<file path="config.mk">
export PLATFORM = sky130hd
export DESIGN_NAME = ulpi_reg_read
export DESIGN_NICKNAME = d
export VERILOG_FILES = /design/src/source/ulpi_pkg.sv /design/src/source/ulpi_reg_read.sv
export SDC_FILE = /design/constraint.sdc
export NUM_CORES = 1
export LEC_CHECK = 0
export ABC_AREA = 1
export BUFFER_PORTS_ARGS = -buffer_cell sky130_fd_sc_hd__clkbuf_2
export CAP_MARGIN = 25
export CELL_PAD_IN_SITES_DETAIL_PLACEMENT = 0
export CELL_PAD_IN_SITES_GLOBAL_PLACEMENT = 1
export CORE_UTILIZATION = 27
export DETAILED_ROUTE_END_ITERATION = 7
export PLACE_DENSITY_LB_ADDON = 0.1
export SYNTH_ARGS = -nofsm -noshare
export SYNTH_HDL_FRONTEND = slang
export SYNTH_SLANG_ARGS = --single-unit
</file>
<file path="constraint.sdc">
create_clock -name clk -period 1.32 [get_ports clk]
set_input_delay 0.066 -clock clk [delete_from_list [all_inputs] [get_ports clk]]
set_output_delay 0.066 -clock clk [all_outputs]
set_load 0.03 [all_outputs]
</file>
<file path="src/source/ulpi_pkg.sv">
//////////////////////////////
// ULPI link shared constants
// TXCMD codes, bus widths and the
// field layout of the RX CMD byte
//////////////////////////////

package ulpi_pkg;

    // Bus widths fixed by the ULPI spec
    localparam int addr_w = 6;          // Immediate register address
    localparam int data_w = 8;          // ULPI data bus

    // TXCMD prefix sits in the top two bits of the command byte
    localparam int cmd_w = 2;
    localparam logic [cmd_w-1:0] cmd_reg_write = 2'b10;    // 10aaaaaa
    localparam logic [cmd_w-1:0] cmd_reg_read  = 2'b11;    // 11aaaaaa

    // RX CMD byte layout
    // Every status field is two bits wide
    localparam int rx_field_w = 2;

    // D1..D0 carry the line state
    localparam int linestate_lsb = 0;

    // D3..D2 carry the encoded VBUS level
    localparam int vbus_lsb = 2;

    // D5..D4 carry RxActive / RxError
    localparam int rxevent_lsb = 4;

    // D7..D6 are ID and alt_int, not decoded here

endpackage

</file>
<file path="src/source/ulpi_reg_read.sv">
//////////////////////////////
// ULPI register read engine
// Sends the read TXCMD, waits out
// the turnaround and captures the
// register byte from the PHY
//////////////////////////////

`timescale 1ns/1ps

module ulpi_reg_read (
    input  logic                        clk,
    input  logic                        rst,
    input  logic                        start,      // One-cycle request from bus_ctrl
    input  logic [ulpi_pkg::addr_w-1:0] addr,       // Held by bus_ctrl
    input  logic                        dir,
    input  logic                        nxt,
    input  logic [ulpi_pkg::data_w-1:0] ulpi_din,   // Bus as seen at the pad
    output logic [ulpi_pkg::data_w-1:0] dout,       // Link-side drive, zero when idle
    output logic [ulpi_pkg::data_w-1:0] data,       // Last register value read
    output logic                        busy,
    output logic                        done
);

    typedef enum logic [1:0] {
        s_idle,
        s_txcmd,
        s_wait,
        s_save
    } state_t;

    state_t state;

    assign busy = (state != s_idle);

    // Done in the first cycle the PHY gives the bus back
    assign done = (state == s_save) && !dir;

    always_ff @(posedge clk) begin
        if (rst) begin
            state <= s_idle;
            dout  <= '0;
            data  <= '0;
        end else begin
            case (state)
                s_idle: begin
                    if (start) begin
                        state <= s_txcmd;
                        dout  <= {ulpi_pkg::cmd_reg_read, addr};  // TXCMD next cycle
                    end
                end
                s_txcmd: begin
                    // PHY stretches the TXCMD until it has latched it
                    if (nxt) begin
                        state <= s_wait;
                        dout  <= '0;        // Release for turnaround
                    end
                end
                s_wait: begin
                    state <= s_save;        // PHY raises dir here
                end
                s_save: begin
                    if (dir) begin
                        data <= ulpi_din;   // Register byte from the PHY
                    end else begin
                        state <= s_idle;    // Bus back with the link
                    end
                end
                default: begin
                    state <= s_idle;
                    dout  <= '0;
                end
            endcase
        end
    end

endmodule

</file>
==> impl_results.md <==
- Gr usage total: 11.8%
- Asr flop ratio synth: 0%
- Row cnt: 19
- Layout cells sized above 1: 37.0%
- Placed Cells: 190
- CTS max path bufs: 2
- Synth warn: 0
- Static Leak: 0.637 nW
- VDD IR max: 0.00104 V
- DRT Wirelength: 1.82 mm
- R2r endpoint: state[0]
- Inserted Clock Buffers: 3
- Final net count: 190
- Initial Util: 29.1%
- Worst EP required: 1.53 ns
- Detail-routed net length per standard cell: 9.26 microns
- Synth unique cells: 15
- Final Cell Area: 0.00116 sq mm
- Pin count of the biggest net entering global routing: 18
- Top delay family on crit path: simple AND/OR/NAND/NOR gates
- Worst Path Max Fanout: 3
- Setup TNS: 0 ns
- HP Class: primary input to flop
- Status: complete, but fails checks
- Vias/cell: 4.11
- GP Congestion: 0.678
- Skew-Pair Late Insertion Delay: 0.30 ns
- H-tree depth: 1
- Post-Layout Cell Count: 196
- PortBufs: 36
- Critical path, cell by cell: inv_1 -> buf_4 -> ha_1 -> or2_2 -> nor2_2 -> nor2_1
- Post-synth top area share: 41.7%
- Max-Cap Viols: 0
- Hold Path Depth: 3
- Crit end category: flop
- Sequential fraction of the synthesis area: 41.7%
- Critical path type: flop to flop
- FF-to-FF Start: state[0]
- Final Max Slew Viols: 0
- Tcrit/Tclk final: 95.2%
- N_diodes: 0
- Most numerous cell in the Yosys netlist: nor2_1
- Drt first-iter violations: 13
- Die area: 0.00325 sq mm
- Syn Inst Count: 120
- Clock Skew: 0.00236 ns
- CP bufs+invs: 2
- TritonCTS clock tree: built
- #FFs+latches synth: 17
- # IOs: 37
- Top post-synthesis cells by area: dfxtp_1, nor2_1, nand2_1
- Core area: 0.00281 sq mm
- Worst-margin pin slew: 0.478 ns
- Levels on crit path: 6
- Power per cell area: 2210 mW/mm^2
- CTS root buffer: clkbuf_4
- Synthesized area: 816 sq um
- Failing checks: design-rule violations
- Die X: 57.0 microns
- Critical-path top delay cell: dfxtp_4
- Pre-antenna DRT Iters: 6
- DRC violations left: 6
- Most common library cells after synthesis: nor2_1, nand2_1, inv_1
- CP Data Arrival Time: 1.46 ns
- Total clock sinks: 17
- Cell taking the most area after synthesis: dfxtp_1
- Fin. Hold Viols: 0
- Final ANT Viol Nets: 0
- Min-delay src: ulpi_din[7]
- Fmax: 796 MHz
- FILL cells: 323
- Vias in the first global route: 701
- Layout area overhead: 41.7%
- Cells on worst reg2reg path: 6
- First-pass GRT wire length: 2.93 mm
- Mean Syn Cell Area: 6.80 sq um
- Biggest cell delay along the critical path: 0.37 ns
- DIE HEIGHT: 57.0 microns
- Syn_nets: 144
- Register-to-Register Setup Slack: 0.06 ns
- DP Area: 0.00105 sq mm
- Relative slew slack: 68.1%
- Vias: 806
- Fin Hold WS: 0.00988 ns
- Predominant post-synthesis flop cell: dfxtp_1
- GRT overflow: 0
- Endpoints failing setup: 0
- Final worst path period need: 1.26 ns
- CP startpoint kind: flop
- Number of synthesized flops with an enable pin: 0
- Initial antenna violation count: 0
- Hold endpoint: data[7]
- Clock transition at the registers of the reported paths: 0.11 ns
[registers in the layout, indices dropped and copies added, names as in the netlist]
name	count
data	8
dout	7
state	2
[worst max-delay path by stage]
stage                         from        to  slack (ns)
after floorplan           state[0]   dout[1]        0.04
after global placement    state[0]   dout[4]        0.02
after detailed placement  state[0]   dout[3]       -0.01
after CTS                 state[0]      done        0.01
after global routing      state[0]  state[0]       -0.01
final                     state[0]  state[0]        0.06
[report_power, final]
| part | switching, W | internal, W | total [W] |
|---|---|---|---|
| Clock | 0.000179 | 0.000113 | 0.000292 |
| Combinational | 0.000953 | 0.000549 | 0.00150 |
| Sequential | 0.0000828 | 0.000680 | 0.000763 |
[cells by family after synthesis]
kind of cell | after synthesis | share of synthesized area [%]
fa+ha+maj | 5 | 7.67
buf+inv | 25 | 13.3
simple gates | 64 | 31.7
flops | 17 | 41.7
compound gates | 9 | 5.52
[placed cells by master, fill, tap and decap left out, types with 2 or more instances in the layout]
| cell type | count |
|---|---|
| buf_6 | 2 |
| clkbuf_4 | 3 |
| buf_4 | 6 |
| ha_1 | 2 |
| inv_1 | 19 |
| nand2_1 | 20 |
| nand2_2 | 3 |
| dfxtp_1 | 15 |
| nand3_1 | 2 |
| inv_2 | 3 |
| nand4_1 | 2 |
| o21ai_0 | 8 |
| nor2_1 | 34 |
| ha_4 | 2 |
| clkbuf_2 | 35 |
[through the flow]
stage	utilization, %	worst slack, ns	power, W
global route	41.2	-0.0119	0.00280
finish	41.2	0.0634	0.00256
global placement	37.6	0.0181	0.00212
CTS	39.0	0.0132	0.00246
detailed placement	37.6	-0.0110	0.00213
floorplan	-	0.0392	0.00180
[worst reg2reg max path, cell delays in order, from the launching register on]
cell and delay (ns):
dfxtp_4 0.37, inv_1 0.05, buf_4 0.14, ha_1 0.18, or2_2 0.30, nor2_2 0.08, nor2_1 0.05
[per-layer routing]
metal,up-vias,GRT usage [%],share of wire (%)
met5,-,0,0
met4,0,3.14,1.1
met3,4,4.54,5.7
met2,20,21.2,50
met1,339,13.1,44
li1,443,-,-
[cell type report]
type | count | area, sq um | share of cell area (%)
well taps | 31 | 38.8 | 3.35
clock buffers | 3 | 22.5 | 1.95
repair buffers | 44 | 253 | 21.9
clock inverters | 1 | 5.00 | 0.433
flip-flops and latches | 17 | 345 | 29.9
multi-input cells | 78 | 409 | 35.4
inverters | 22 | 82.6 | 7.14
[timing repair]
| action | in CTS | in global routing |
|---|---|---|
| pin swaps | 0 | 2 |
| resized for setup | 3 | 14 |
| endpoints found under the setup margin | 7 | 10 |
| endpoints found under the hold margin | 0 | 1 |
| hold buffers | 0 | 1 |
| buffers inserted | 0 | 1 |
Note: power is estimated with default switching activity, not from simulation.
