File: src/source/ulpi_pkg.sv
//////////////////////////////
// ULPI link shared constants
// TXCMD codes, bus widths and the
// field layout of the RX CMD byte
//////////////////////////////

package ulpi_pkg;

    // Bus widths fixed by the ULPI spec
    localparam int addr_w = 6;          // Immediate register address
    localparam int data_w = 8;          // ULPI data bus

    // TXCMD prefix sits in the top two bits of the command byte
    localparam int cmd_w = 2;
    localparam logic [cmd_w-1:0] cmd_reg_write = 2'b10;    // 10aaaaaa
    localparam logic [cmd_w-1:0] cmd_reg_read  = 2'b11;    // 11aaaaaa

    // RX CMD byte layout
    // Every status field is two bits wide
    localparam int rx_field_w = 2;

    // D1..D0 carry the line state
    localparam int linestate_lsb = 0;

    // D3..D2 carry the encoded VBUS level
    localparam int vbus_lsb = 2;

    // D5..D4 carry RxActive / RxError
    localparam int rxevent_lsb = 4;

    // D7..D6 are ID and alt_int, not decoded here

endpackage

File: src/source/ulpi_bus_ctrl.sv
//////////////////////////////
// ULPI bus controller
// Accepts one register access at
// a time, starts the matching
// engine and merges bus drives
//////////////////////////////

`timescale 1ns/1ps

module ulpi_bus_ctrl (
    input  logic                        clk,
    input  logic                        rst,
    // User request
    input  logic                        reg_req,    // Strobe, dropped when not accepted
    input  logic                        reg_we,     // 1 write, 0 read
    input  logic [ulpi_pkg::addr_w-1:0] reg_addr,
    input  logic [ulpi_pkg::data_w-1:0] reg_wdata,
    input  logic                        dir,
    // Engine status
    input  logic                        rd_busy,
    input  logic                        wr_busy,
    input  logic                        rd_done,
    input  logic                        wr_done,
    input  logic [ulpi_pkg::data_w-1:0] rd_dout,
    input  logic [ulpi_pkg::data_w-1:0] wr_dout,
    // To user
    output logic                        busy,
    output logic                        reg_done,
    // To engines
    output logic                        rd_start,
    output logic                        wr_start,
    output logic [ulpi_pkg::addr_w-1:0] acc_addr,
    output logic [ulpi_pkg::data_w-1:0] acc_wdata,
    // To pad
    output logic [ulpi_pkg::data_w-1:0] link_dout
);

    logic accept;
    logic acc_done;

    // Only with the bus idle and owned by the link
    assign accept   = reg_req && !busy && !rd_busy && !wr_busy && !dir;
    assign acc_done = rd_done || wr_done;

    // Idle engines drive zero, so an OR is enough
    assign link_dout = rd_dout | wr_dout;

    always_ff @(posedge clk) begin
        if (rst) begin
            busy     <= 1'b0;
            reg_done <= 1'b0;
            rd_start <= 1'b0;
            wr_start <= 1'b0;
        end else begin
            rd_start <= accept && !reg_we;      // Exactly one engine per access
            wr_start <= accept && reg_we;
            reg_done <= acc_done;
            if (accept) begin
                busy <= 1'b1;
            end else if (acc_done) begin
                busy <= 1'b0;                   // Falls with reg_done
            end
        end
    end

    // Request payload, held for the whole access
    always_ff @(posedge clk) begin
        if (accept) begin
            acc_addr  <= reg_addr;
            acc_wdata <= reg_wdata;
        end
    end

endmodule

File: config.mk
export PLATFORM = sky130hd
export DESIGN_NAME = ulpi_bus_ctrl
export DESIGN_NICKNAME = d
export VERILOG_FILES = /design/src/source/ulpi_pkg.sv /design/src/source/ulpi_bus_ctrl.sv
export SDC_FILE = /design/constraint.sdc
export NUM_CORES = 1
export LEC_CHECK = 0
export ABC_CLOCK_PERIOD_IN_PS = 1750
export BUFFER_PORTS_ARGS = -buffer_cell sky130_fd_sc_hd__buf_2
export CORE_ASPECT_RATIO = 1.5
export CORE_MARGIN = 10
export CORE_UTILIZATION = 30
export CTS_CLUSTER_DIAMETER = 120
export DETAILED_ROUTE_END_ITERATION = 12
export MAX_ROUTING_LAYER = met4
export PLACE_DENSITY = 0.74
export SLEW_MARGIN = 25
export SYNTH_ARGS = -nofsm -noshare
export SYNTH_HDL_FRONTEND = slang
export SYNTH_SLANG_ARGS = --single-unit
File: constraint.sdc
create_clock -name clk -period 1.75 [get_ports clk]
set_input_delay 0.175 -clock clk [delete_from_list [all_inputs] [get_ports clk]]
set_output_delay 0.175 -clock clk [all_outputs]
set_load 0.01 [all_outputs]
==> run_results.csv, run 1 <==
group,metric,value,unit
clock_tree,ctsRootBufferMaster,"clkbuf_4",
placement,gp_congestion,0.5993,
worst_setup_path,cp.required,1750,ps
finish,drive_above_1_share,0.7333,
placement,port_buffers,64,
run,maxCapViolations,0,
timing,hold_viol,0,
yosys,syn-num-nets,75,
timing,min_period,1397,ps
global_route,grt_antenna_before_repair,0,
global_route,grt_max_degree,15,
worst_setup_path,r2r_slack,350,ps
finish,utilization,0.5038,
yosys,synthTopCellsByArea,"edfxtp_1, dfxtp_1, or2_2",
clock_tree,cts-buffers-inserted,3,
routing,dr.pass1.iters,2,
yosys,post-synth-top-count-cell,"edfxtp_1",
power,ir_drop,0.0003665,V
finish,finalNetCount,145,
worst_setup_path,critPathTopFamily,"simple AND/OR/NAND/NOR gates",
timing,relSlewSlack,0.8477,
routing,drc_errors,0,
worst_setup_path,cp-startpoint,"busy",
placement,placed_cells,123,
finish,final_area,0.001008,mm2
floorplanning,fp.coreArea,0.002002,mm2
floorplanning,floorplan.initialDensity,0.3069,
global_route,grt_pass1_wl,2.566,mm
worst_setup_path,worst_path_largest_cell_delay,420,ps
worst_setup_path,critical_path_class,"flip-flop to flip-flop",
timing,setup_viol,0,
outcome,outcome,"finished clean",
floorplanning,io_pins,65,
yosys,synth_area_per_cell,17.06,um2
yosys,synth_seq_cells,18,
timing,worst_slew_pin_slew,227.2,ps
clock_tree,cts_hold_buf,0,
clock_tree,postCtsSetupRepairBufs,0,
worst_setup_path,worstReg2RegStart,"busy",
global_route,first_global_vias,587,
clock_tree,cts_buffer_depth,2,
floorplanning,fp-row-count,20,
finish,diodes,0,
yosys,syn_area,614.3,um2
routing,wire_per_inst,13.76,um
power,leakagePower,0.4717,nW
clock_tree,path_clk_slew,90,ps
yosys,yosysWarnings,0,
yosys,synth_edf_count,14,
timing,max_freq,715.8,MHz
timing,drv_slew,0,
power,p_total,0.7586,mW
yosys,synthDistinctLibCells,12,
routing,wirelength,1.748,mm
power,power.density,752.2,mW/mm2
timing,tns,0,ps
clock_tree,tritoncts,"built",
worst_setup_path,crit_path_start_kind,"flip-flop",
yosys,ys_async_sr_fraction,0,
worst_setup_path,cp.arrival,1400,ps
worst_setup_path,critPathSlowestCell,"or3b_4",
worst_hold_path,min_from,"rst",
worst_setup_path,path_buf_inv,1,
routing,via_count,532,
timing,fin_crit_sh,0.7983,
worst_setup_path,cp_cell_sequence,"or3b_4 -> nor3_2 -> buf_12",
yosys,synth.largest_area_cell,"edfxtp_1",
worst_hold_path,hp-class,"primary input to flip-flop",
yosys,synth_cells,36,
clock_tree,htreeDepth,1,
floorplanning,die-area,0.004295,mm2
floorplanning,die_x,56.95,um
routing,drt-vias-per-instance,4.189,
floorplanning,die_y,75.42,um
global_route,overflow,0,
yosys,netlist_top_cells_count,"edfxtp_1, or2_2, dfxtp_1",
routing,drt_iter0_markers,3,
timing,rsz0062_at_grt,"no",
timing,skew,2.265,ps
worst_setup_path,endpoint_kind,"flip-flop",
clock_tree,cts_resized,0,
placement,dp_hpwl,1.588,mm
yosys,yosysTopAreaCellShare,0.6843,
routing,postRouteAntennaNets,0,
clock_tree,clock_latency,280,ps
global_route,track_usage,0.07700,
finish,areaGrowthSynthToFinish,64.16,%
yosys,synth_seq_area_share,0.8147,
placement,place_area,982.2,um2
clock_tree,cts_sinks,18,
worst_setup_path,cp_max_fo,14,
finish,layoutNonFillerInstCount,127,
yosys,ys.flop_type,"edfxtp_1",
area by class of cell:
cell class | instances | area [um2]
sequential | 18 | 500.5
tap | 22 | 27.53
clock buffer | 4 | 26.28
inverter | 1 | 3.754
fill | 202 | 993.5
timing repair buffer | 65 | 340.3
multi-input combinational | 17 | 110.1
per-layer routing:
metal  vias to the layer above  wire length (um)  global-route usage
met5                         -                 0                   -
met4                         0                 8             0.03927
met3                         2               289             0.05000
met2                        37               894              0.1258
met1                       225               555             0.06751
li1                        268                 -                   -
worst paths after layout:
path,endpoint,cells past startpoint
setup reg to reg,acc_wdata[5],3
hold / removal,reg_done,2
setup / recovery,acc_wdata[5],3
hold reg to reg,busy,2
kinds of logic (layout without fill, tap and decap cells):
family / count (synthesis) / count (layout) / synth area share
AO/OA/AOI/OAI: 1 / 1 / 0.008139
flip-flops: 18 / 18 / 0.8147
buffers and inverters: 1 / 70 / 0.006104
AND/OR/NAND/NOR: 16 / 16 / 0.1711
registers in the layout, indices dropped and copies added (netlist names):
register	cells
acc_addr	6
acc_wdata	8
busy	1
rd_start	1
reg_done	1
wr_start	1
through the flow:
step,worst slack [ps],hold slack (ps)
global route,313.4,42.81
finish,353.0,60.54
global placement,389.2,353.1
floorplan,27.16,247.4
detailed placement,347.4,353.2
CTS,335.3,48.18
layout by cell type (no fill, tap or decap):
cell	n
clkbuf_4	3
o21ai_1	1
or2_1	1
edfxtp_1	14
buf_12	1
nor3_2	1
nor2_1	2
dfxtp_1	4
nor3_1	2
or3b_4	1
clkbuf_1	1
or2_2	7
inv_1	1
buf_2	64
or3_1	1
or4b_1	1
power by group:
part,leakage (nW),switching (mW),internal (mW)
combinational,0.297,0.0353,0.0524
sequential,0.160,0.00178,0.469
clock,0.0150,0.112,0.0883
No activity file was read; power rests on OpenSTA's default activity.
==> run 2: changes to the inputs <==
- ABC_CLOCK_PERIOD_IN_PS: 1750 -> 1300
- CORE_ASPECT_RATIO: 1.5 -> not set
- CORE_UTILIZATION: 30 -> 33
- PLACE_DENSITY: 0.74 -> 0.77
- clock period: 1.75 -> 1.3 ns (I/O delays scaled with it)
==> run_results.csv, run 2 (synthesis results as in run 1) <==
group,metric,value,unit
placement,gp_congestion,0.7690,
routing,drc_errors,0,
finish,fill_cells,139,
placement,place_area,0.001008,mm2
placement,dp_hpwl,1.672,mm
finish,largest_register,"acc_wdata",
timing,setup_viol,14,
clock_tree,htreeDepth,1,
worst_setup_path,crit_path_start_kind,"flip-flop",
worst_setup_path,setup.worst_path.end,"acc_addr[2]",
finish,layout_common_cells,"buf_2, edfxtp_1, dlygate4sd3_1, or2_2",
worst_setup_path,cp_max_fo,14,
floorplanning,die_y,63.15,um
timing,skew,6.138,ps
power,power.density,901.6,mW/mm2
worst_setup_path,cp_cell_sequence,"or3b_4 -> nor3_4 -> buf_12",
clock_tree,postCtsSetupRepairBufs,0,
finish,regArea,501.7,um2
finish,reg_top3,"acc_wdata (8), acc_addr (6)",
routing,via_count,589,
timing,hold_viol,0,
worst_setup_path,critical_path_class,"flip-flop to flip-flop",
outcome,outcome,"finished with violations",
global_route,overflow,0,
worst_setup_path,timing.rr.end,"acc_addr[2]",
finish,areaGrowthSynthToFinish,89.61,%
worst_setup_path,path_buf_inv,1,
floorplanning,die-area,0.003987,mm2
timing,max_freq,744.6,MHz
clock_tree,cts-buffers-inserted,3,
worst_hold_path,hp-class,"primary input to flip-flop",
timing,min_period,1343,ps
clock_tree,ctsRootBufferMaster,"clkbuf_4",
outcome,violations,"negative setup slack",
timing,drv_slew,0,
finish,finalNetCount,160,
clock_tree,cts_sinks,18,
finish,mostFrequentLayoutCell,"buf_2",
clock_tree,clock_latency,280,ps
timing,worst_slack,-42.93,ps
global_route,grt_pass1_wl,2.849,mm
global_route,track_usage,0.09446,
finish,diodes,0,
finish,largest_reg_flops,8,
worst_setup_path,critPathTopFamily,"simple AND/OR/NAND/NOR gates",
worst_setup_path,endpoint_kind,"flip-flop",
routing,wire_per_inst,13.87,um
finish,utilization,0.6674,
routing,wirelength,2.011,mm
worst_setup_path,cp.arrival,1340,ps
worst_setup_path,critPathSlowestCell,"or3b_4",
timing,worst_slew_pin_slew,178.6,ps
timing,fin_crit_sh,1.033,
worst_setup_path,cp.required,1300,ps
timing,rsz0062_at_grt,"yes",
global_route,grt_antenna_before_repair,0,
clock_tree,cts_buffer_depth,2,
routing,drt-vias-per-instance,4.062,
worst_setup_path,cp.depth,3,
routing,drt_iter0_markers,11,
worst_hold_path,min_from,"reg_addr[0]",
timing,relSlewSlack,0.8805,
clock_tree,tritoncts,"built",
global_route,first_global_vias,583,
floorplanning,die_x,63.15,um
worst_setup_path,rr_worst_depth,3,
finish,final_area,0.001165,mm2
worst_setup_path,r2r_slack,-40,ps
power,ir_drop,0.0004222,V
floorplanning,io_pins,65,
worst_setup_path,worst_path_largest_cell_delay,400,ps
clock_tree,path_clk_slew,90,ps
power,leakagePower,0.5393,nW
floorplanning,fp.coreArea,0.001745,mm2
worst_setup_path,worstReg2RegStart,"busy",
placement,port_buffers,64,
floorplanning,floorplan.initialDensity,0.3520,
finish,multi_input_area,116.4,um2
routing,dr.pass1.iters,2,
global_route,grt_max_degree,15,
run,maxCapViolations,0,
floorplanning,fp-row-count,15,
clock_tree,cts_resized,0,
routing,postRouteAntennaNets,0,
worst_setup_path,cp-startpoint,"busy",
finish,drive_above_1_share,0.6667,
==> run 2: worst min-delay path by stage <==
stage                   end  slack, ps  cells after the start
2_1_floorplan      reg_done        200                      1
3_3_place_gp   acc_wdata[5]        310                      1
3_5_place_dp    acc_addr[4]        310                      1
4_1_cts         acc_addr[4]          2                      1
5_1_grt         acc_addr[2]          3                      1
6_report        acc_addr[0]         20                      1
==> run 2: area by class of cell <==
type,instances,area share
multi-input cells,17,0.09989
repair buffers,80,0.4168
inverters,1,0.003222
clock inverters,1,0.003222
flip-flops and latches,18,0.4307
clock buffers,3,0.01933
well taps,25,0.02685
==> run 2: repair_timing <==
item,4_1_cts,5_1_grt
hold endpoints to repair,1,12
hold buffers,1,12
setup endpoints to repair,14,14
==> run 2: power breakdown <==
group	total, mW	internal [mW]	switching, mW
combinational	0.155	0.0992	0.0561
clock	0.261	0.111	0.150
sequential	0.634	0.631	0.00264
total	1.05	0.842	0.208
==> run 2: through the flow <==
step | std cells | hold WS, ps | TNS (ps) | total power [mW] | worst slack, ps
finish | 145 | 23.61 | -521.5 | 1.050 | -42.93
global route | 145 | 3.289 | -1308 | 1.111 | -98.96
CTS | 133 | 2.493 | -634.3 | 1.042 | -50.28
detailed placement | 128 | 308.3 | -543.9 | 0.7741 | -39.14
global placement | 128 | 307.1 | -150.3 | 0.7707 | -11.00
floorplan | 36 | 202.4 | -3064 | 0.6851 | -218.9
==> run 2: per-layer routing <==
layer | global-route usage | vias to the layer above | share of wire
li1 | - | 299 | -
met2 | 0.1497 | 39 | 0.49
met5 | - | - | 0
met1 | 0.09007 | 251 | 0.38
met3 | 0.05830 | 0 | 0.12
met4 | 0.04190 | 0 | 0
==> run 2: worst reg2reg max path, cell delays in order, from the launching register on <==
cell and delay [ps]:
dfxtp_2 330, or3b_4 410, nor3_4 160, buf_12 170
