<file path="config.mk">
export PLATFORM = sky130hd
export DESIGN_NAME = ulpi_rx_cmd
export DESIGN_NICKNAME = d
export VERILOG_FILES = /design/src/source/ulpi_pkg.sv /design/src/source/ulpi_rx_cmd.sv
export SDC_FILE = /design/constraint.sdc
export NUM_CORES = 1
export LEC_CHECK = 0
export BUFFER_PORTS_ARGS = -buffer_cell sky130_fd_sc_hd__clkbuf_2
export CORE_AREA = 2 2 39 41
export CTS_CLUSTER_SIZE = 25
export DETAILED_ROUTE_END_ITERATION = 10
export DIE_AREA = 0 0 41 43
export SLEW_MARGIN = 0
export SYNTH_ARGS = -nofsm -noshare
export SYNTH_HDL_FRONTEND = slang
export SYNTH_SLANG_ARGS = --single-unit
</file>
<file path="constraint.sdc">
create_clock -name clk -period 1.7 [get_ports clk]
set_input_delay 0.17 -clock clk [delete_from_list [all_inputs] [get_ports clk]]
set_output_delay 0.17 -clock clk [all_outputs]
set_load 0.01 [all_outputs]
</file>
<file path="src/source/ulpi_pkg.sv">
//////////////////////////////
// ULPI link shared constants
// TXCMD codes, bus widths and the
// field layout of the RX CMD byte
//////////////////////////////

package ulpi_pkg;

    // Bus widths fixed by the ULPI spec
    localparam int addr_w = 6;          // Immediate register address
    localparam int data_w = 8;          // ULPI data bus

    // TXCMD prefix sits in the top two bits of the command byte
    localparam int cmd_w = 2;
    localparam logic [cmd_w-1:0] cmd_reg_write = 2'b10;    // 10aaaaaa
    localparam logic [cmd_w-1:0] cmd_reg_read  = 2'b11;    // 11aaaaaa

    // RX CMD byte layout
    // Every status field is two bits wide
    localparam int rx_field_w = 2;

    // D1..D0 carry the line state
    localparam int linestate_lsb = 0;

    // D3..D2 carry the encoded VBUS level
    localparam int vbus_lsb = 2;

    // D5..D4 carry RxActive / RxError
    localparam int rxevent_lsb = 4;

    // D7..D6 are ID and alt_int, not decoded here

endpackage

</file>
<file path="src/source/ulpi_rx_cmd.sv">
//////////////////////////////
// ULPI RX CMD capture
// Picks up status bytes the PHY
// sends on its own and splits
// them into fields
//////////////////////////////

`timescale 1ns/1ps

module ulpi_rx_cmd (
    input  logic                            clk,
    input  logic                            rst,
    input  logic                            dir,
    input  logic                            nxt,
    input  logic                            rd_busy,    // Turnaround belongs to a read
    input  logic [ulpi_pkg::data_w-1:0]     ulpi_din,
    output logic                            rx_valid,
    output logic [ulpi_pkg::rx_field_w-1:0] linestate,
    output logic [ulpi_pkg::rx_field_w-1:0] vbus_state,
    output logic [ulpi_pkg::rx_field_w-1:0] rx_event
);

    logic dir_q;        // dir one cycle back
    logic rx_active;    // PHY owns the bus for status, not for a read
    logic capture;

    // Turnaround done, nxt low means status byte rather than packet data
    assign capture = rx_active && dir && !nxt;

    always_ff @(posedge clk) begin
        if (rst) begin
            dir_q      <= 1'b0;
            rx_active  <= 1'b0;
            rx_valid   <= 1'b0;
            linestate  <= '0;
            vbus_state <= '0;
            rx_event   <= '0;
        end else begin
            dir_q    <= dir;
            rx_valid <= capture;
            if (!dir) begin
                rx_active <= 1'b0;
            end else if (!dir_q && !rd_busy) begin
                rx_active <= 1'b1;      // Rising dir not caused by a read
            end
            if (capture) begin
                linestate  <= ulpi_din[ulpi_pkg::linestate_lsb +: ulpi_pkg::rx_field_w];
                vbus_state <= ulpi_din[ulpi_pkg::vbus_lsb +: ulpi_pkg::rx_field_w];
                rx_event   <= ulpi_din[ulpi_pkg::rxevent_lsb +: ulpi_pkg::rx_field_w];
            end
        end
    end

endmodule

</file>
==> metrics.txt, run 1 <==
status finished, final reports clean; drt via density 3.99; power per cell area 840 mW/mm²; Critical Path, Cell by Cell and3b_1 > mux2i_1; sequential-to-total area share from yosys stat 49.1%; Logic pwr share 7.8%; Yosys cell types 10; Post-CTS Setup Inserts 0; Crit Path Class flip-flop to flip-flop; Max Cap Violations 0; Hold Path Class input pin to flip-flop; Layout area overhead 31.7%; Die Ht 43 µm; Crit path max-delay family simple AND/OR/NAND/NOR gates; fraction of layout cells with a size suffix above 1 39.6%; Clock Pin Slew Worst Setup and Hold Paths 0.06 ns; switching part of the total 20.0%; Finished Cell Area 483 µm²; Worst path max stage delay 0.40 ns; final net count 67; largest net degree at the start of global routing 14; die footprint 0.00176 mm²; num ports 20; final setup fails 0; Final Hold Vio Count 0; Total GRT Usage 7.66%; Post-Route Setup TNS 0 ns; routability cong. 0.549; CTS tree done; Psw 81.0 µW; vias in the first global route 221; Clock Power Share 38.7%; CP arrival 1.20 ns; # DRC 0; Post-Synth XOR/XNOR Area 0%; initial antenna violation count 0; RSZ-0062 raised after global routing false; Critical Path End Type flip-flop; placed instance area 457 µm²; Post-Syn Nets 47; R2R depth 2; Levels on crit path 2; post-synthesis cell area 367 µm²; final wirelength 572 µm; CTS H-tree depth 1; final design utilization 34.9%; final slew viol count 0; # hold bufs at CTS 0; root buf cell clkbuf_4; synthesized area per cell 10.8 µm²; drt wl/cell 8.29 µm; global-route wire length before repair 834 µm; number of inserted diodes 0; Synth Area in Adders 0%; Antenna Nets Post-Route 0; CTS Buf Count 3; main combinational cell family by area after synthesis simple AND/OR/NAND/NOR gates; maximum fanout along the worst path 6; min Tclk post-route 1.02 ns; Clock Skew 0.00268 ns; Die X 41 µm; Sink Count 9; crit path launch type flip-flop; commonest non-fill, non-tap cell in the layout clkbuf_2; Core ar. 0.00138 mm²; period utilization 60.2%; initial DRC count 1; via count 275; grt ovf 0; row count 14; cell leakage power 0.217 nW; FMAX 977 MHz; CTS Buffer Depth 2; commonest cells after routing, fill and taps aside 17 x clkbuf_2, 12 x nand2b_1, 9 x dfxtp_1, 6 x mux2i_1, 3 x clkbuf_4; IO Port Bufs 17; post-synthesis compound-gate area fraction 2.05%; Worst path slowest cell and3b_1; crit path buf inv count 0; mux cell area share after synthesis 16.4%; starting density of the core 26.5%; Int Pwr 324 µW; First-pass DRT Iterations 2; hold path cells 3; worst-margin pin slew 0.368 ns; Seq cells post-synth 9; Post-Syn Instances 34; synth warn 0; Fillers 144; Flop pwr share 53.6%; required time of the critical path 1.88 ns; max_slew headroom 75.4%; dpl hpwl 457 µm; simple-gate share of the synthesized area 28.3%; cts repair resizes 0; peak supply drop 0.316 mV; worst skew pair latency 0.25 ns
[worst paths after layout]
check / slack [ns] / to / startpoint
max reg2reg: 0.68 / rx_event[1] / rx_active
max: 0.68 / rx_event[1] / rx_active
min: 0.16 / linestate[1] / ulpi_din[1]
min reg2reg: 0.47 / vbus_state[0] / vbus_state[0]
[flip-flops by register name, indices dropped and copies added, names as in the netlist]
register and flops:
rx_event 2, vbus_state 2, linestate 2, dir_q 1, rx_active 1, rx_valid 1
[cells in the mapped netlist]
cell type | count | area share (%)
mux2i_1 | 6 | 16
clkbuf_1 | 1 | 1.0
and3b_2 | 1 | 2.7
dfxtp_1 | 9 | 49
nor2b_1 | 1 | 1.7
and3b_1 | 1 | 2.4
buf_6 | 1 | 3.1
nand2b_1 | 12 | 20
o21a_1 | 1 | 2.0
nor2_1 | 1 | 1.0
[metal layers]
metal  routed length, µm  vias up  GRT usage (%)
met5                   0        -              0
li1                    -      148              -
met1                 296      115           9.45
met4                   0        0           8.00
met2                 227       12           8.13
met3                  48        0           4.71
[power by group through the flow]
stage	combinational, mW	sequential, mW	clock (mW)
after floorplan	0.0164	0.223	0
after global placement	0.0318	0.222	0
after detailed placement	0.0320	0.222	0
after CTS	0.0321	0.217	0.167
after global routing	0.0351	0.217	0.178
final	0.0315	0.217	0.157
[worst min-delay path: stages]
cell	delay, ns
clkbuf_2	0.08
nand2b_1	0.06
mux2i_1	0.06
[cell families after synthesis]
kind of cell,count (synthesis)
AO/OA/AOI/OAI,1
buffers and inverters,2
flip-flops,9
multiplexers,6
AND/OR/NAND/NOR,16
[cell type report]
type | instances | area [µm²] | share of cell area, %
Timing Repair Buffer | 17 | 85.1 | 17.6
Clock buffer | 4 | 26.3 | 5.44
Tap cell | 16 | 20.0 | 4.15
Multi-Input combinational cell | 23 | 171 | 35.5
Sequential cell | 9 | 180 | 37.3
[per-stage QoR]
step	setup WS, ns	hold slack, ns	total power, mW	cells
after CTS	0.660	0.155	0.416	69
after global placement	0.673	0.424	0.254	65
after floorplan	0.870	0.261	0.239	34
final	0.677	0.162	0.405	69
after global routing	0.619	0.162	0.430	69
after detailed placement	0.668	0.427	0.254	65
Power figures use the tool's default switching activity.
==> run 2: changes to the inputs <==
clock period = 0.92 ns   (was 1.7 ns; I/O delays follow)
==> metrics.txt, run 2 (same netlist as run 1, synthesis figures left out) <==
met1 WL 264 µm; commonest cells after routing, fill and taps aside 17 x clkbuf_2, 12 x nand2b_1, 8 x dfxtp_1, 6 x mux2i_1, 3 x clkbuf_4; placed cell count 67; Worst Setup SP rx_active; R2R Setup Slk 0.02 ns; maximum fanout along the worst path 6; final slew viol count 0; status finished, final reports clean; CTS tree done; Layout area overhead 39.9%; grt ovf 0; Worst path slowest cell dfxtp_2; largest net degree at the start of global routing 14; First-pass DRT Iterations 3; crit path buf inv count 1; Total GRT Usage 8.78%; Hold Path Class input pin to flip-flop; Max Cap Violations 0; CP arrival 1.09 ns; drt wl/cell 8.85 µm; Finished Cell Area 513 µm²; num ports 20; crit path capture rx_event[0]; required time of the critical path 1.10 ns; peak supply drop 0.688 mV; final net count 69; Core ar. 0.00138 mm²; die footprint 0.00176 mm²; CTS Buf Count 3; Detail Route met2 WL 294 µm; Worst path max stage delay 0.32 ns; initial antenna violation count 0; initial DRC count 3; worst skew pair latency 0.25 ns; fraction of layout cells with a size suffix above 1 45.5%; via count 293; number of inserted diodes 0; min Tclk post-route 0.903 ns; Clock Pin Slew Worst Setup and Hold Paths 0.06 ns; drt via density 4.13; crit path launch type flip-flop; max_slew headroom 87.3%; Critical Path End Type flip-flop; placed instance area 484 µm²; worst setup margin 0.0171 ns; reg-to-reg endpoint rx_event[0]; R2R depth 3; # hold bufs at CTS 0; Top Layer Used met3; global-route wire length before repair 972 µm; Die Ht 43 µm; Tot Pwr 759 µW; CTS H-tree depth 1; CTS Buffer Depth 2; starting density of the core 26.5%; Reg2Reg Launch Point rx_active; Die X 41 µm; hold wc startpoint ulpi_din[0]; # DRC 0; Antenna Nets Post-Route 0; cell leakage power 0.231 nW; Detail Route met3 WL 69 µm; worst-margin pin slew 0.191 ns; power per cell area 1480 mW/mm²; Levels on crit path 3; root buf cell clkbuf_4; routability cong. 0.506; Crit Path Class flip-flop to flip-flop; final wirelength 628 µm; RSZ-0062 raised after global routing true; Post-CTS Setup Inserts 0; Clock Skew 0.00135 ns; Crit path max-delay family flip-flops; final setup fails 0; Final Hold Vio Count 0; IO Port Bufs 17; pre-CTS setup slack 0.00162 ns; commonest non-fill, non-tap cell in the layout clkbuf_2; Sink Count 9; Critical Path, Cell by Cell and3b_2 > buf_12 > mux2i_1; period utilization 98.1%; Finished Layout Cells 71; Largest regs linestate x2, rx_event x2, vbus_state x2; vias in the first global route 270; row count 14; FMAX 1110 MHz
-- run 2: changes by cell type in the layout (fill, tap and decap cells not counted) --
cell,change
buf_12,+1
and3b_1,-1
buf_4,+1
dfxtp_1,-1
dfxtp_2,+1
and3b_2,+1
-- run 2: worst min path at each step --
stage / end / slack (ns) / cells past startpoint
2_1_floorplan: dir_q / 0.18 / 1
6_report: linestate[0] / 0.08 / 3
4_1_cts: linestate[0] / 0.07 / 3
3_5_place_dp: linestate[0] / 0.35 / 3
5_1_grt: vbus_state[0] / 0.09 / 3
3_3_place_gp: rx_event[1] / 0.35 / 3
-- run 2: where the power goes --
group          internal (mW)  total [mW]  switching (mW)  leakage, nW
Clock                  0.166       0.293           0.127       0.0150
Combinational         0.0403      0.0647          0.0243        0.142
Sequential             0.398       0.402         0.00316       0.0734
-- run 2: timing repair --
item                                    CTS  global route
endpoints found under the setup margin    5             6
hold endpoints to repair                  0             0
pin swaps                                 1             1
resized for setup                         1             1
-- run 2: stage by stage --
step / utilization, % / hold WS [ns] / setup TNS (ns)
2_1_floorplan: - / 0.183 / 0
3_3_place_gp: 35.0 / 0.346 / 0
3_5_place_dp: 35.0 / 0.350 / 0
4_1_cts: 37.0 / 0.0695 / 0
5_1_grt: 37.1 / 0.0868 / -0.114
6_report: 37.1 / 0.0786 / 0
-- run 2: worst min-delay path, stage by stage --
cell	delay, ns
clkbuf_2	0.08
nand2b_1	0.06
mux2i_1	0.06
-- run 2: layer usage --
metal,global-route usage [%],vias up
met2,12.5,14
met4,4.00,0
li1,-,151
met5,0,-
met3,7.85,0
met1,8.50,128
-- run 2: area by class of cell --
cell class	instances	area, µm²
clock buffers	4	26.3
flip-flops and latches	9	181
fillers	152	871
multi-input cells	23	173
well taps	16	20.0
repair buffers	19	113
==> run 3: changes to the inputs <==
GPL_TIMING_DRIVEN = 0   (was not set)
PLACE_DENSITY_LB_ADDON = 0.12   (was not set)
SLEW_MARGIN = 20   (was 0)
==> metrics.txt, run 3 (same netlist as run 1, synthesis figures left out) <==
routability cong. 0.525; Reg area 181 µm²; CTS Buffer Depth 2; drt wl/cell 8.63 µm; row count 14; initial DRC count 2; Fillers 142; final slew viol count 0; die footprint 0.00176 mm²; Finished Cell Area 499 µm²; Layout area overhead 36.2%; number of inserted diodes 0; starting density of the core 26.5%; # DRC 0; Max Cap Violations 0; Sink Count 9; Core ar. 0.00138 mm²; fraction of layout cells with a size suffix above 1 41.8%; R2R depth 3; CTS Buf Count 3; commonest non-fill, non-tap cell in the layout clkbuf_2; period utilization 96.6%; peak supply drop 0.855 mV; hold wc startpoint rst; Post-CTS Setup Inserts 0; First-pass DRT Iterations 3; global-route wire length before repair 959 µm; Die Ht 43 µm; Die X 41 µm; Crit Path Class flip-flop to flip-flop; R2R Setup Slk 0.03 ns; Total GRT Usage 8.67%; initial antenna violation count 0; RSZ-0062 raised after global routing false; via count 289; Worst path max stage delay 0.33 ns; commonest cells after routing, fill and taps aside 17 x clkbuf_2, 12 x nand2b_1, 8 x dfxtp_1, 6 x mux2i_1, 3 x clkbuf_4; final net count 69; max_slew headroom 79.9%; maximum fanout along the worst path 6; hold path cells 2; drt via density 4.07; cell leakage power 0.225 nW; worst skew pair latency 0.25 ns; CTS tree done; Clock Skew 0.000489 ns; IO Port Bufs 17; CTS H-tree depth 1; pre-CTS setup slack 0.0180 ns; largest net degree at the start of global routing 11; worst setup margin 0.0309 ns; power per cell area 1520 mW/mm²; required time of the critical path 1.10 ns; Hold Path Sink dir_q; Largest regs linestate x2, rx_event x2, vbus_state x2; crit path launch type flip-flop; Final Hold Vio Count 0; # hold bufs at CTS 0; CP arrival 1.07 ns; status finished, final reports clean; worst-margin pin slew 0.302 ns; Clock Pin Slew Worst Setup and Hold Paths 0.06 ns; Worst path slowest cell dfxtp_2; Reg2Reg Launch Point rx_active; FMAX 1120 MHz; placed instance area 472 µm²; cts repair resizes 0; min Tclk post-route 0.889 ns; Post-Route Setup TNS 0 ns; Critical Path End Type flip-flop; area of the multi-input gates 171 µm²; root buf cell clkbuf_4; num ports 20; Antenna Nets Post-Route 0; vias in the first global route 252; final wirelength 613 µm; grt ovf 0; final setup fails 0; Hold Path Class input pin to flip-flop; reg-to-reg endpoint linestate[1]; Critical Path, Cell by Cell and3b_1 > buf_6 > mux2i_1
[run 3: area by class of cell]
type                            count  share of cell area (%)
Timing Repair Buffer               17                    17.0
Buffer                              2                    3.01
Clock buffer                        4                    5.26
Sequential cell                     9                    36.3
Tap cell                           16                    4.01
Multi-Input combinational cell     23                    34.3
[run 3: power breakdown]
group	switching (mW)	internal (mW)	leakage [nW]
logic	0.0237	0.0375	0.137
registers	0.00329	0.398	0.0734
clock network	0.128	0.166	0.0150
[run 3: worst max-delay path: cells and delay by family (launching register included)]
kind,cells,cell delay (ns)
flops,1,0.33
mux,1,0.19
simple gates,1,0.16
buf+inv,1,0.14
[run 3: worst max path at each step]
stage | endpoint | depth (start not counted) | from
6_report | linestate[1] | 3 | rx_active
5_1_grt | vbus_state[0] | 3 | rx_active
4_1_cts | vbus_state[1] | 3 | rx_active
3_5_place_dp | vbus_state[1] | 3 | rx_active
3_3_place_gp | rx_event[1] | 3 | rx_active
2_1_floorplan | linestate[0] | 3 | rx_active
[run 3: layer usage]
layer	share of wire [%]	track usage, %	up-vias	wire [µm]
met5	0	0	-	0
met4	1.3	8.00	0	8
met3	7.0	4.71	2	43
met2	43	10.9	11	263
met1	49	9.77	122	298
li1	-	-	154	-
[run 3: stage by stage]
stage	hold slack [ns]	utilization, %	cells	total power [mW]
2_1_floorplan	0.183	-	34	0.442
3_5_place_dp	0.331	34.1	67	0.473
6_report	0.0601	36.1	71	0.757
5_1_grt	0.0609	36.1	71	0.799
4_1_cts	0.0549	36.0	71	0.777
3_3_place_gp	0.324	34.1	67	0.472
