--- src/source/ulpi_pkg.sv ---
//////////////////////////////
// ULPI link shared constants
// TXCMD codes, bus widths and the
// field layout of the RX CMD byte
//////////////////////////////

package ulpi_pkg;

    // Bus widths fixed by the ULPI spec
    localparam int addr_w = 6;          // Immediate register address
    localparam int data_w = 8;          // ULPI data bus

    // TXCMD prefix sits in the top two bits of the command byte
    localparam int cmd_w = 2;
    localparam logic [cmd_w-1:0] cmd_reg_write = 2'b10;    // 10aaaaaa
    localparam logic [cmd_w-1:0] cmd_reg_read  = 2'b11;    // 11aaaaaa

    // RX CMD byte layout
    // Every status field is two bits wide
    localparam int rx_field_w = 2;

    // D1..D0 carry the line state
    localparam int linestate_lsb = 0;

    // D3..D2 carry the encoded VBUS level
    localparam int vbus_lsb = 2;

    // D5..D4 carry RxActive / RxError
    localparam int rxevent_lsb = 4;

    // D7..D6 are ID and alt_int, not decoded here

endpackage

--- src/source/ulpi_reg_write.sv ---
//////////////////////////////
// ULPI register write engine
// Sends the write TXCMD and the
// data byte, then strobes stp
//////////////////////////////

`timescale 1ns/1ps

module ulpi_reg_write (
    input  logic                        clk,
    input  logic                        rst,
    input  logic                        start,      // One-cycle request from bus_ctrl
    input  logic [ulpi_pkg::addr_w-1:0] addr,
    input  logic [ulpi_pkg::data_w-1:0] wdata,      // Held by bus_ctrl for the access
    input  logic                        nxt,
    output logic [ulpi_pkg::data_w-1:0] dout,       // Link-side drive, zero when idle
    output logic                        stp,
    output logic                        busy,
    output logic                        done
);

    typedef enum logic [1:0] {
        s_idle,
        s_txcmd,
        s_data,
        s_stop
    } state_t;

    state_t state;

    assign busy = (state != s_idle);

    // Stop cycle ends the access on both sides
    assign stp  = (state == s_stop);
    assign done = (state == s_stop);

    always_ff @(posedge clk) begin
        if (rst) begin
            state <= s_idle;
            dout  <= '0;
        end else begin
            case (state)
                s_idle: begin
                    if (start) begin
                        state <= s_txcmd;
                        dout  <= {ulpi_pkg::cmd_reg_write, addr};
                    end
                end
                s_txcmd: begin
                    // Command latched, present the data byte
                    if (nxt) begin
                        state <= s_data;
                        dout  <= wdata;
                    end
                end
                s_data: begin
                    // PHY took the data, bus goes quiet with stp
                    if (nxt) begin
                        state <= s_stop;
                        dout  <= '0;
                    end
                end
                s_stop: begin
                    state <= s_idle;        // stp lasts a single cycle
                end
                default: begin
                    state <= s_idle;
                    dout  <= '0;
                end
            endcase
        end
    end

endmodule

--- config.mk ---
export PLATFORM = sky130hd
export DESIGN_NAME = ulpi_reg_write
export DESIGN_NICKNAME = d
export VERILOG_FILES = /design/src/source/ulpi_pkg.sv /design/src/source/ulpi_reg_write.sv
export SDC_FILE = /design/constraint.sdc
export NUM_CORES = 1
export LEC_CHECK = 0
export BUFFER_PORTS_ARGS = -buffer_cell sky130_fd_sc_hd__buf_2
export CAP_MARGIN = 5
export CORE_ASPECT_RATIO = 1.2
export CORE_UTILIZATION = 41
export DETAILED_ROUTE_END_ITERATION = 12
export PLACE_DENSITY = 0.69
export SYNTH_ARGS = -nofsm -noshare
export SYNTH_HDL_FRONTEND = slang
export SYNTH_SLANG_ARGS = --single-unit
--- constraint.sdc ---
create_clock -name clk -period 1.7 [get_ports clk]
set_input_delay 0.255 -clock clk [delete_from_list [all_inputs] [get_ports clk]]
set_output_delay 0.255 -clock clk [all_outputs]
set_load 0.02 [all_outputs]
==> results of run 1 <==
==> critical path: stages (launching register included) <==
cell and delay (ns):
dfxtp_2 0.37, inv_2 0.08, ha_2 0.21, o21ba_4 0.24
or4_1 0.51, a21oi_1 0.15
==> power by group through the flow <==
stage	combinational [mW]	clock, mW	sequential [mW]
final	1.25	0.204	0.403
after detailed placement	1.14	0	0.393
after global placement	1.13	0	0.391
after CTS	1.16	0.212	0.392
after global routing	1.35	0.222	0.413
after floorplan	0.672	0	0.492
==> routing by layer <==
metal | GRT usage, % | vias up
li1 | - | 355
met1 | 27.57 | 311
met2 | 31.00 | 20
met3 | 2.899 | 2
met4 | 6.207 | 0
met5 | 0 | -
==> registers in the layout, indices dropped and copies added (netlist names) <==
signal and cells:
dout 8, state 2
==> cells by family after synthesis <==
kind of cell,after synthesis
AO/OA/AOI/OAI,28
AND/OR/NAND/NOR,21
buffers and inverters,12
flip-flops,10
adder cells (fa/ha/maj),7
==> cell type report <==
cell class	count	share of cell area [%]
clock buffers	4	3.761
inverters	3	1.167
multi-input cells	56	46.95
flip-flops and latches	10	21.01
well taps	17	2.205
repair buffers	38	24.90
==> placed cells by master, fill, tap and decap left out, drive strengths merged <==
| cell | count |
|---|---|
| a21oi | 10 |
| nor4 | 1 |
| nor3 | 1 |
| ha | 7 |
| dfxtp | 10 |
| or2 | 1 |
| o21ai | 1 |
| o21ba | 1 |
| a2111o | 7 |
| o31ai | 8 |
| or4 | 1 |
| nand3 | 7 |
| nand2b | 7 |
| o21bai | 1 |
| inv | 3 |
| buf | 38 |
| nor2b | 1 |
| nand2 | 2 |
| clkbuf | 4 |
==> metrics by stage <==
step	TNS (ns)	total power [mW]	instances	hold WS [ns]	instance area, µm²
global route	-0.003340	1.983	128	0.3015	964.7
global placement	0	1.521	124	0.4520	889.6
floorplan	0	1.164	78	0.4798	679.4
detailed placement	-0.04277	1.537	124	0.4593	889.6
finish	0	1.853	128	0.3011	964.7
CTS	0	1.766	128	0.2912	929.6
==> path summary, 6_finish.rpt <==
kind             from  endpoint  slack, ns  depth (start not counted)
max          state[0]   dout[6]       0.07                          5
min reg2reg   dout[0]   dout[0]       0.47                          2
min               rst   dout[5]       0.30                          2
max reg2reg  state[0]   dout[6]       0.07                          5
==> impl_metrics.json, run 1 <==
{
  "synth-main-ff-cell": "dfxtp_1",
  "routed-wl-met2_um": 755,
  "die_h_um": 46.59,
  "synth-simple-area-share_pct": 17.31,
  "ys_seq_area_share_pct": 29.47,
  "cts_tree": "yes",
  "comb_power_share_pct": 67.2,
  "clkSlewWorstSetupHoldPaths_ns": 0.06,
  "post_cts_buffers": 0,
  "post-synth-top-area-cell": "dfxtp_1",
  "synth_nets": 103,
  "synth-xor-area-share_pct": 0,
  "synth_area_um2": 679.4,
  "synth-seq-cells": 10,
  "synth_fa_ha_area_share_pct": 12.89,
  "drt-total-wl_um": 1658,
  "antenna_found_initial": 0,
  "drtAntennaViolNets": 0,
  "muxShareOfSynthArea_pct": 0,
  "drtIter0Drc": 8,
  "final_nets": 137,
  "grt_pass1_vias": 575,
  "internal_power_mw": 1.074,
  "leakage_nw": 0.4688,
  "placeableCoreArea_um2": 1483,
  "area_delta_synth_final_pct": 41.99,
  "hpwl_um": 1284,
  "switching_power_uw": 778.4,
  "die_area_um2": 1824,
  "port_buffers": 28,
  "place_ws_ns": -0.03028,
  "ys_types": 23,
  "drive_gt1_share_pct": 45.95,
  "grt_max_degree": 14,
  "cts_hold_buf": 0,
  "worst_pin_slew_ns": 0.4034,
  "power_density_nw_per_um2": 1920,
  "dr.pass1.iters": 4,
  "relSlewSlack_pct": 72.98,
  "via_per_inst": 5.375,
  "dr.max_layer_used": "met4",
  "switching_share_pct": 42.02,
  "wl_met1_um": 828,
  "synth-edff-count": 0,
  "fillers": 131,
  "max_clock_freq_ghz": 0.6136,
  "post_drt_wl_per_cell_um": 12.95,
  "ff_latch_area_um2": 202.7,
  "synth_top_cell_area_share_pct": 29.47,
  "rows": 15,
  "start_kind": "flip-flop",
  "clk_latency_ns": 0.25,
  "crit_fanout": 5,
  "synth_cells": 78,
  "power.share.clock_pct": 11.0,
  "hold_violations": 0,
  "syn-mean-instance-area_um2": 8.710,
  "drc": 0,
  "multiInputGateArea_um2": 452.9,
  "cts_resized": 3,
  "diodes": 0,
  "ys_async_sr_fraction_pct": 0,
  "grt_use_total_pct": 19.78,
  "synth_compound_area_share_pct": 31.12,
  "met3_length_um": 60,
  "clockBufferDepth": 2,
  "crit_arrival_ns": 1.82,
  "place.gp.congestion": 0.8089,
  "critical_path_class": "reg -> reg",
  "synth_area_leaders": "dfxtp_1, ha_1, a2111o_1, o31ai_1, a21oi_1",
  "fin_skew_ns": 0.001824,
  "status": "finished, final reports clean",
  "cap_violations": 0,
  "start_util_pct": 45.82,
  "ys_top_cells_by_count": "a21oi_1, dfxtp_1, o31ai_1",
  "finalCritPeriodShare_pct": 95.86,
  "grt_overflow": 0,
  "yosys_warnings": 0,
  "holdCritPathClass": "in -> reg",
  "ir_worst_vdd_mv": 1.007,
  "ios": 29,
  "period_needed_ns": 1.630,
  "cp-end-kind": "flip-flop",
  "clock-root-buffer": "clkbuf_4",
  "vias": 688,
  "postLayoutCoreUtil_pct": 65.06,
  "htreeDepth": 1,
  "die_w_um": 39.16,
  "setup_viol": 0,
  "slew_viol_final": 0,
  "synth_top_family_by_area": "compound AO/OA/AOI/OAI gates",
  "grt_first_pass_wirelength_um": 2497,
  "cts_inserted_buffers": 3,
  "clock_sinks": 10,
  "sequentialPowerShare_pct": 21.8,
  "post-route-worst-setup-slack_ns": 0.07036,
  "critical_path_required_ns": 1.89
}
No activity file was read; power rests on OpenSTA's default activity.
==> run 2, diff against run 1 <==
--- a/config.mk
+++ b/config.mk
@@ -5,6 +5,7 @@
 export SDC_FILE = /design/constraint.sdc
 export NUM_CORES = 1
 export LEC_CHECK = 0
+export ABC_AREA = 1
 export BUFFER_PORTS_ARGS = -buffer_cell sky130_fd_sc_hd__buf_2
 export CAP_MARGIN = 5
 export CORE_ASPECT_RATIO = 1.2
==> run 2 against run 1 <==
  * Critical endpoint is now dout[4]
  * Via count shrank 4.2%
  * Non-clock buffer count shrank 9
  * Global-route usage shrank 4.5 points
  * Critical path type unchanged
  * Combinational power shrank 7%
  * Cell area shrank 13%
  * Power shrank 2.1%
==> impl_metrics.json, run 2 <==
{
  "status": "finished, final reports clean",
  "cp-end-kind": "flip-flop",
  "final_cells": 150,
  "ios": 29,
  "holdCritPathClass": "in -> reg",
  "critical_path_required_ns": 1.86,
  "ys_async_sr_fraction_pct": 0,
  "max_clock_freq_ghz": 0.6468,
  "dp.cells": 146,
  "drtAntennaViolNets": 0,
  "crit_slowest_cell": "dfxtp_1",
  "hpwl_um": 975.7,
  "synth_top_cell_area_share_pct": 30.13,
  "fillers": 152,
  "grt_overflow": 0,
  "diodes": 0,
  "grt_first_pass_wirelength_um": 1973,
  "drc": 0,
  "clkSlewWorstSetupHoldPaths_ns": 0.07,
  "port_buffers": 28,
  "mostFrequentLayoutCells": "nand2_1, buf_2, nor2_1",
  "grt_use_total_pct": 15.31,
  "period_needed_ns": 1.546,
  "crit_fanout": 16,
  "yosysMostFrequentCell": "nand2_1",
  "die_area_um2": 1786,
  "largest-register": "dout",
  "htreeDepth": 1,
  "synth-seq-cells": 10,
  "synth_area_leaders": "dfxtp_1, nand2_1, ha_1, nor2_1, inv_1",
  "die_h_um": 46.10,
  "die_w_um": 38.75,
  "hold_violations": 0,
  "post-synth-top-area-cell": "dfxtp_1",
  "worst_pin_slew_ns": 0.3267,
  "drive_gt1_share_pct": 30.83,
  "crit_arrival_ns": 1.70,
  "final_nets": 159,
  "ir_worst_vdd_mv": 1.125,
  "multiInputGateArea_um2": 385.4,
  "antenna_found_initial": 0,
  "grt_pass1_vias": 492,
  "clockBufferDepth": 2,
  "synth-main-ff-cell": "dfxtp_1",
  "place_ws_ns": 0.1234,
  "ys_seq_area_share_pct": 30.13,
  "drtIter0Drc": 13,
  "finalCritPeriodShare_pct": 90.95,
  "top_regs": "dout x8, state x2",
  "power_density_nw_per_um2": 2151,
  "critPathLaunch": "state[0]",
  "clock_sinks": 10,
  "dr.pass1.iters": 4,
  "cts_inserted_buffers": 3,
  "start_util_pct": 44.81,
  "drt-total-wl_um": 1284,
  "vias": 659,
  "ff_latch_area_um2": 200.2,
  "cts_tree": "yes",
  "yosys_warnings": 0,
  "largest_reg_flops": 8,
  "clock-root-buffer": "clkbuf_4",
  "critPathTopFamily": "simple AND/OR/NAND/NOR gates",
  "syn-mean-instance-area_um2": 6.388,
  "fin_skew_ns": 0.003225,
  "rsz0062_at_grt": "false",
  "ys_top_cells_by_count": "nand2_1, nor2_1, inv_1",
  "total_power_mw": 1.814,
  "via_per_inst": 4.393,
  "cpMostUsedCell": "nand2_1",
  "place.gp.congestion": 0.7932,
  "area_delta_synth_final_pct": 26.93,
  "post-route-worst-setup-slack_ns": 0.1539,
  "setup_viol": 0,
  "placeableCoreArea_um2": 1483,
  "crit_chain": "inv_1 > ha_1 > nand2_1 > nand2_2 > nor2_4 > nand2_1 > nand2_1 > nor2_1",
  "post_drt_wl_per_cell_um": 8.560,
  "grt_max_degree": 17,
  "r2r-start": "state[0]",
  "ys_types": 15,
  "hold_start": "rst",
  "cap_violations": 0,
  "rows": 15,
  "critPathBufInv": 1,
  "worst_path_largest_cell_delay_ns": 0.42,
  "start_kind": "flip-flop",
  "relSlewSlack_pct": 78.17,
  "synth_cells": 104,
  "synth_area_um2": 664.4,
  "timing.setup.tns_ns": 0,
  "leakage_nw": 0.5123,
  "synth_nets": 129,
  "clk_latency_ns": 0.26,
  "final_common_cell": "nand2_1",
  "slew_viol_final": 0,
  "synth-edff-count": 0,
  "critical_path_class": "reg -> reg",
  "cts_hold_buf": 0
}
## run 2: cells by family (layout without fill, tap and decap cells)
| kind of cell | count (synthesis) | after routing | share of synthesized area (%) |
|---|---|---|---|
| AO/OA/AOI/OAI | 4 | 4 | 3.578 |
| adder cells (fa/ha/maj) | 7 | 7 | 13.18 |
| buffers and inverters | 18 | 47 | 12.24 |
| flip-flops | 10 | 10 | 30.13 |
| AND/OR/NAND/NOR | 65 | 65 | 40.87 |
## run 2: per-stage QoR
step           hold WS [ns]  instance area (µm²)  util, %
2_1_floorplan        0.3241                664.4        -
3_3_place_gp         0.4295                804.5    54.26
3_5_place_dp         0.4366                804.5    54.26
4_1_cts              0.1600                840.8    56.71
5_1_grt              0.1552                843.3    56.88
6_report             0.1640                843.3    56.88
## run 2: final cells by class
type	count	share of cell area, %
Multi-Input combinational cell	76	45.70
Clock buffer	4	4.303
Sequential cell	10	23.74
Timing Repair Buffer	29	17.51
Inverter	14	6.231
Tap cell	17	2.522
## run 2: path summary, 6_finish.rpt
check | end | slack, ns | cells past startpoint
worst min-delay path | state[1] | 0.16 | 2
worst max register to register | dout[4] | 0.15 | 8
worst max-delay path | dout[4] | 0.15 | 8
worst min register to register | dout[3] | 0.48 | 2
## run 2: per-layer routing
layer	routed length [µm]	up-vias	global-route usage [%]
met5	0	-	0
met4	16	0	7.586
met1	653	268	21.53
met2	547	20	22.67
met3	66	2	1.932
li1	-	369	-
## run 2: worst reg2reg max path, stage by stage (launching register included)
cell,delay [ns]
dfxtp_1,0.42
inv_1,0.13
ha_1,0.26
nand2_1,0.09
nand2_2,0.07
nor2_4,0.27
nand2_1,0.09
nand2_1,0.07
nor2_1,0.05
## run 2: timing repair
item | in CTS | in global routing
setup endpoints to repair | 0 | 6
buffers inserted | 0 | 0
resized for setup | 0 | 1
## run 2: power by group
part           internal, mW  switching, mW  leakage [nW]
registers             0.359         0.0800        0.0830
logic                 0.414          0.749         0.408
clock network         0.130         0.0819        0.0210
==> run 3, diff against run 2 <==
--- a/config.mk
+++ b/config.mk
@@ -11,7 +11,7 @@
 export CORE_ASPECT_RATIO = 1.2
 export CORE_UTILIZATION = 41
 export DETAILED_ROUTE_END_ITERATION = 12
-export PLACE_DENSITY = 0.69
+export PLACE_DENSITY_LB_ADDON = 0.1
 export SYNTH_ARGS = -nofsm -noshare
 export SYNTH_HDL_FRONTEND = slang
 export SYNTH_SLANG_ARGS = --single-unit
==> run 3 against run 2 <==
  * Combinational power hardly changed
  * Via count is 4.2% lower
  * Sequential power hardly changed
  * Cell area is 1.5% lower
  * First-iteration DRC count is 23% lower
  * Critical path type unchanged
  * Critical endpoint unchanged
  * Largest cell class unchanged
  * Largest power group unchanged
  * Highest routed layer unchanged
==> impl_metrics.json, run 3 (synthesis results as in run 2) <==
{
  "status": "finished, final reports clean",
  "mostFrequentLayoutCells": "nand2_1, buf_2, nor2_1",
  "final_common_cell": "nand2_1",
  "power_density_nw_per_um2": 2113,
  "timing.setup.tns_ns": 0,
  "top_regs": "dout x8, state x2",
  "critical_path_required_ns": 1.86,
  "crit_chain": "inv_1 > ha_1 > nand2_1 > nand2_2 > nor2_4 > nand2_1 > nand2_1 > nor2_1",
  "worst_path_largest_cell_delay_ns": 0.41,
  "drtAntennaViolNets": 0,
  "sequentialPowerShare_pct": 24.9,
  "drtIter0Drc": 10,
  "crit_slowest_cell": "dfxtp_1",
  "grt_max_degree": 17,
  "cts_resized": 0,
  "hold_violations": 0,
  "switching_share_pct": 51.12,
  "finalCritPeriodShare_pct": 90.36,
  "grt_pass1_vias": 479,
  "ios": 29,
  "die_h_um": 46.10,
  "internal_power_uw": 857.9,
  "post-route-worst-setup-slack_ns": 0.1639,
  "crit_arrival_ns": 1.70,
  "period_needed_ns": 1.536,
  "vias": 631,
  "ir_worst_vdd_mv": 1.266,
  "grt_overflow": 0,
  "fin_skew_ns": 0.002916,
  "holdCritPathClass": "in -> reg",
  "cp-end-kind": "flip-flop",
  "cpMostUsedCell": "nand2_1",
  "crit_fanout": 16,
  "dr.pass1.iters": 4,
  "rows": 15,
  "hold_start": "rst",
  "clock_sinks": 10,
  "cap_violations": 0,
  "post_drt_wl_per_cell_um": 8.362,
  "via_per_inst": 4.235,
  "dp.cells": 146,
  "drt-total-wl_um": 1246,
  "place.gp.congestion": 0.7929,
  "multiInputGateArea_um2": 385.4,
  "ff_latch_area_um2": 201.4,
  "cts_hold_buf": 0,
  "clkSlewWorstSetupHoldPaths_ns": 0.06,
  "final_cells": 149,
  "die_area_um2": 1786,
  "rsz0062_at_grt": "false",
  "clockBufferDepth": 2,
  "comb_power_share_pct": 66.0,
  "largest-register": "dout",
  "critPathLaunch": "state[0]",
  "relSlewSlack_pct": 78.12,
  "switching_power_uw": 897.2,
  "critical_path_class": "reg -> reg",
  "largest_reg_flops": 8,
  "diodes": 0,
  "grt_use_total_pct": 15.90,
  "htreeDepth": 1,
  "power.share.clock_pct": 9.1,
  "grt_first_pass_wirelength_um": 2001,
  "slew_viol_final": 0,
  "post_cts_buffers": 0,
  "antenna_found_initial": 0,
  "final_nets": 159,
  "area_delta_synth_final_pct": 25.05,
  "drc": 0,
  "cts_inserted_buffers": 3,
  "die_w_um": 38.75,
  "cts_tree": "yes",
  "r2r-start": "state[0]",
  "port_buffers": 28,
  "clk_latency_ns": 0.26,
  "place_ws_ns": 0.1238,
  "fillers": 156,
  "setup_viol": 0,
  "drive_gt1_share_pct": 31.06,
  "whs_ns": 0.1529,
  "leakage_nw": 0.5055,
  "clock-root-buffer": "clkbuf_4",
  "max_clock_freq_ghz": 0.6510,
  "worst_pin_slew_ns": 0.3274,
  "placeableCoreArea_um2": 1483,
  "start_util_pct": 44.81,
  "start_kind": "flip-flop"
}
## run 3: cell count changes in the layout (fill, tap and decap cells not counted)
cell and change:
clkbuf_8 -1, dfxtp_1 -1, dfxtp_2 +1
## run 3: power by group through the flow
stage,registers (mW),clock network (mW),logic [mW]
2_1_floorplan,0.558,0,0.810
3_3_place_gp,0.439,0,1.14
3_5_place_dp,0.443,0,1.15
4_1_cts,0.437,0.173,1.16
5_1_grt,0.457,0.181,1.32
6_report,0.437,0.159,1.16
## run 3: worst paths after layout
check	end	slack, ns	depth (start not counted)
max	dout[4]	0.16	8
min	state[1]	0.15	2
max reg2reg	dout[4]	0.16	8
min reg2reg	dout[7]	0.48	2
## run 3: through the flow
step                cell area [µm²]  utilization [%]  power (mW)
global placement              804.5            54.26       1.578
floorplan                     664.4                -       1.368
finish                        830.8            56.03       1.755
global route                  830.8            56.03       1.959
detailed placement            804.5            54.26       1.597
CTS                           827.0            55.78       1.769
## run 3: worst max-delay path: cells and delay by family, from the launching register on
family / cells / cell delay (ns)
fa+ha+maj: 1 / 0.26
simple gates: 6 / 0.63
flops: 1 / 0.41
buf+inv: 1 / 0.12
## run 3: metal layers
layer  routed length (µm)  GRT usage [%]  vias to the layer above
met5                    0              0                        -
met4                   14          10.34                        0
met3                   77          1.932                        2
met2                  525          21.67                       24
met1                  628          23.01                      241
li1                     -              -                      364
## run 3: cell type report
type	instances	share of cell area, %
clock buffer	3	2.711
inverter	14	6.325
multi-input combinational	76	46.39
sequential	10	24.25
tap	17	2.560
timing repair buffer	29	17.77
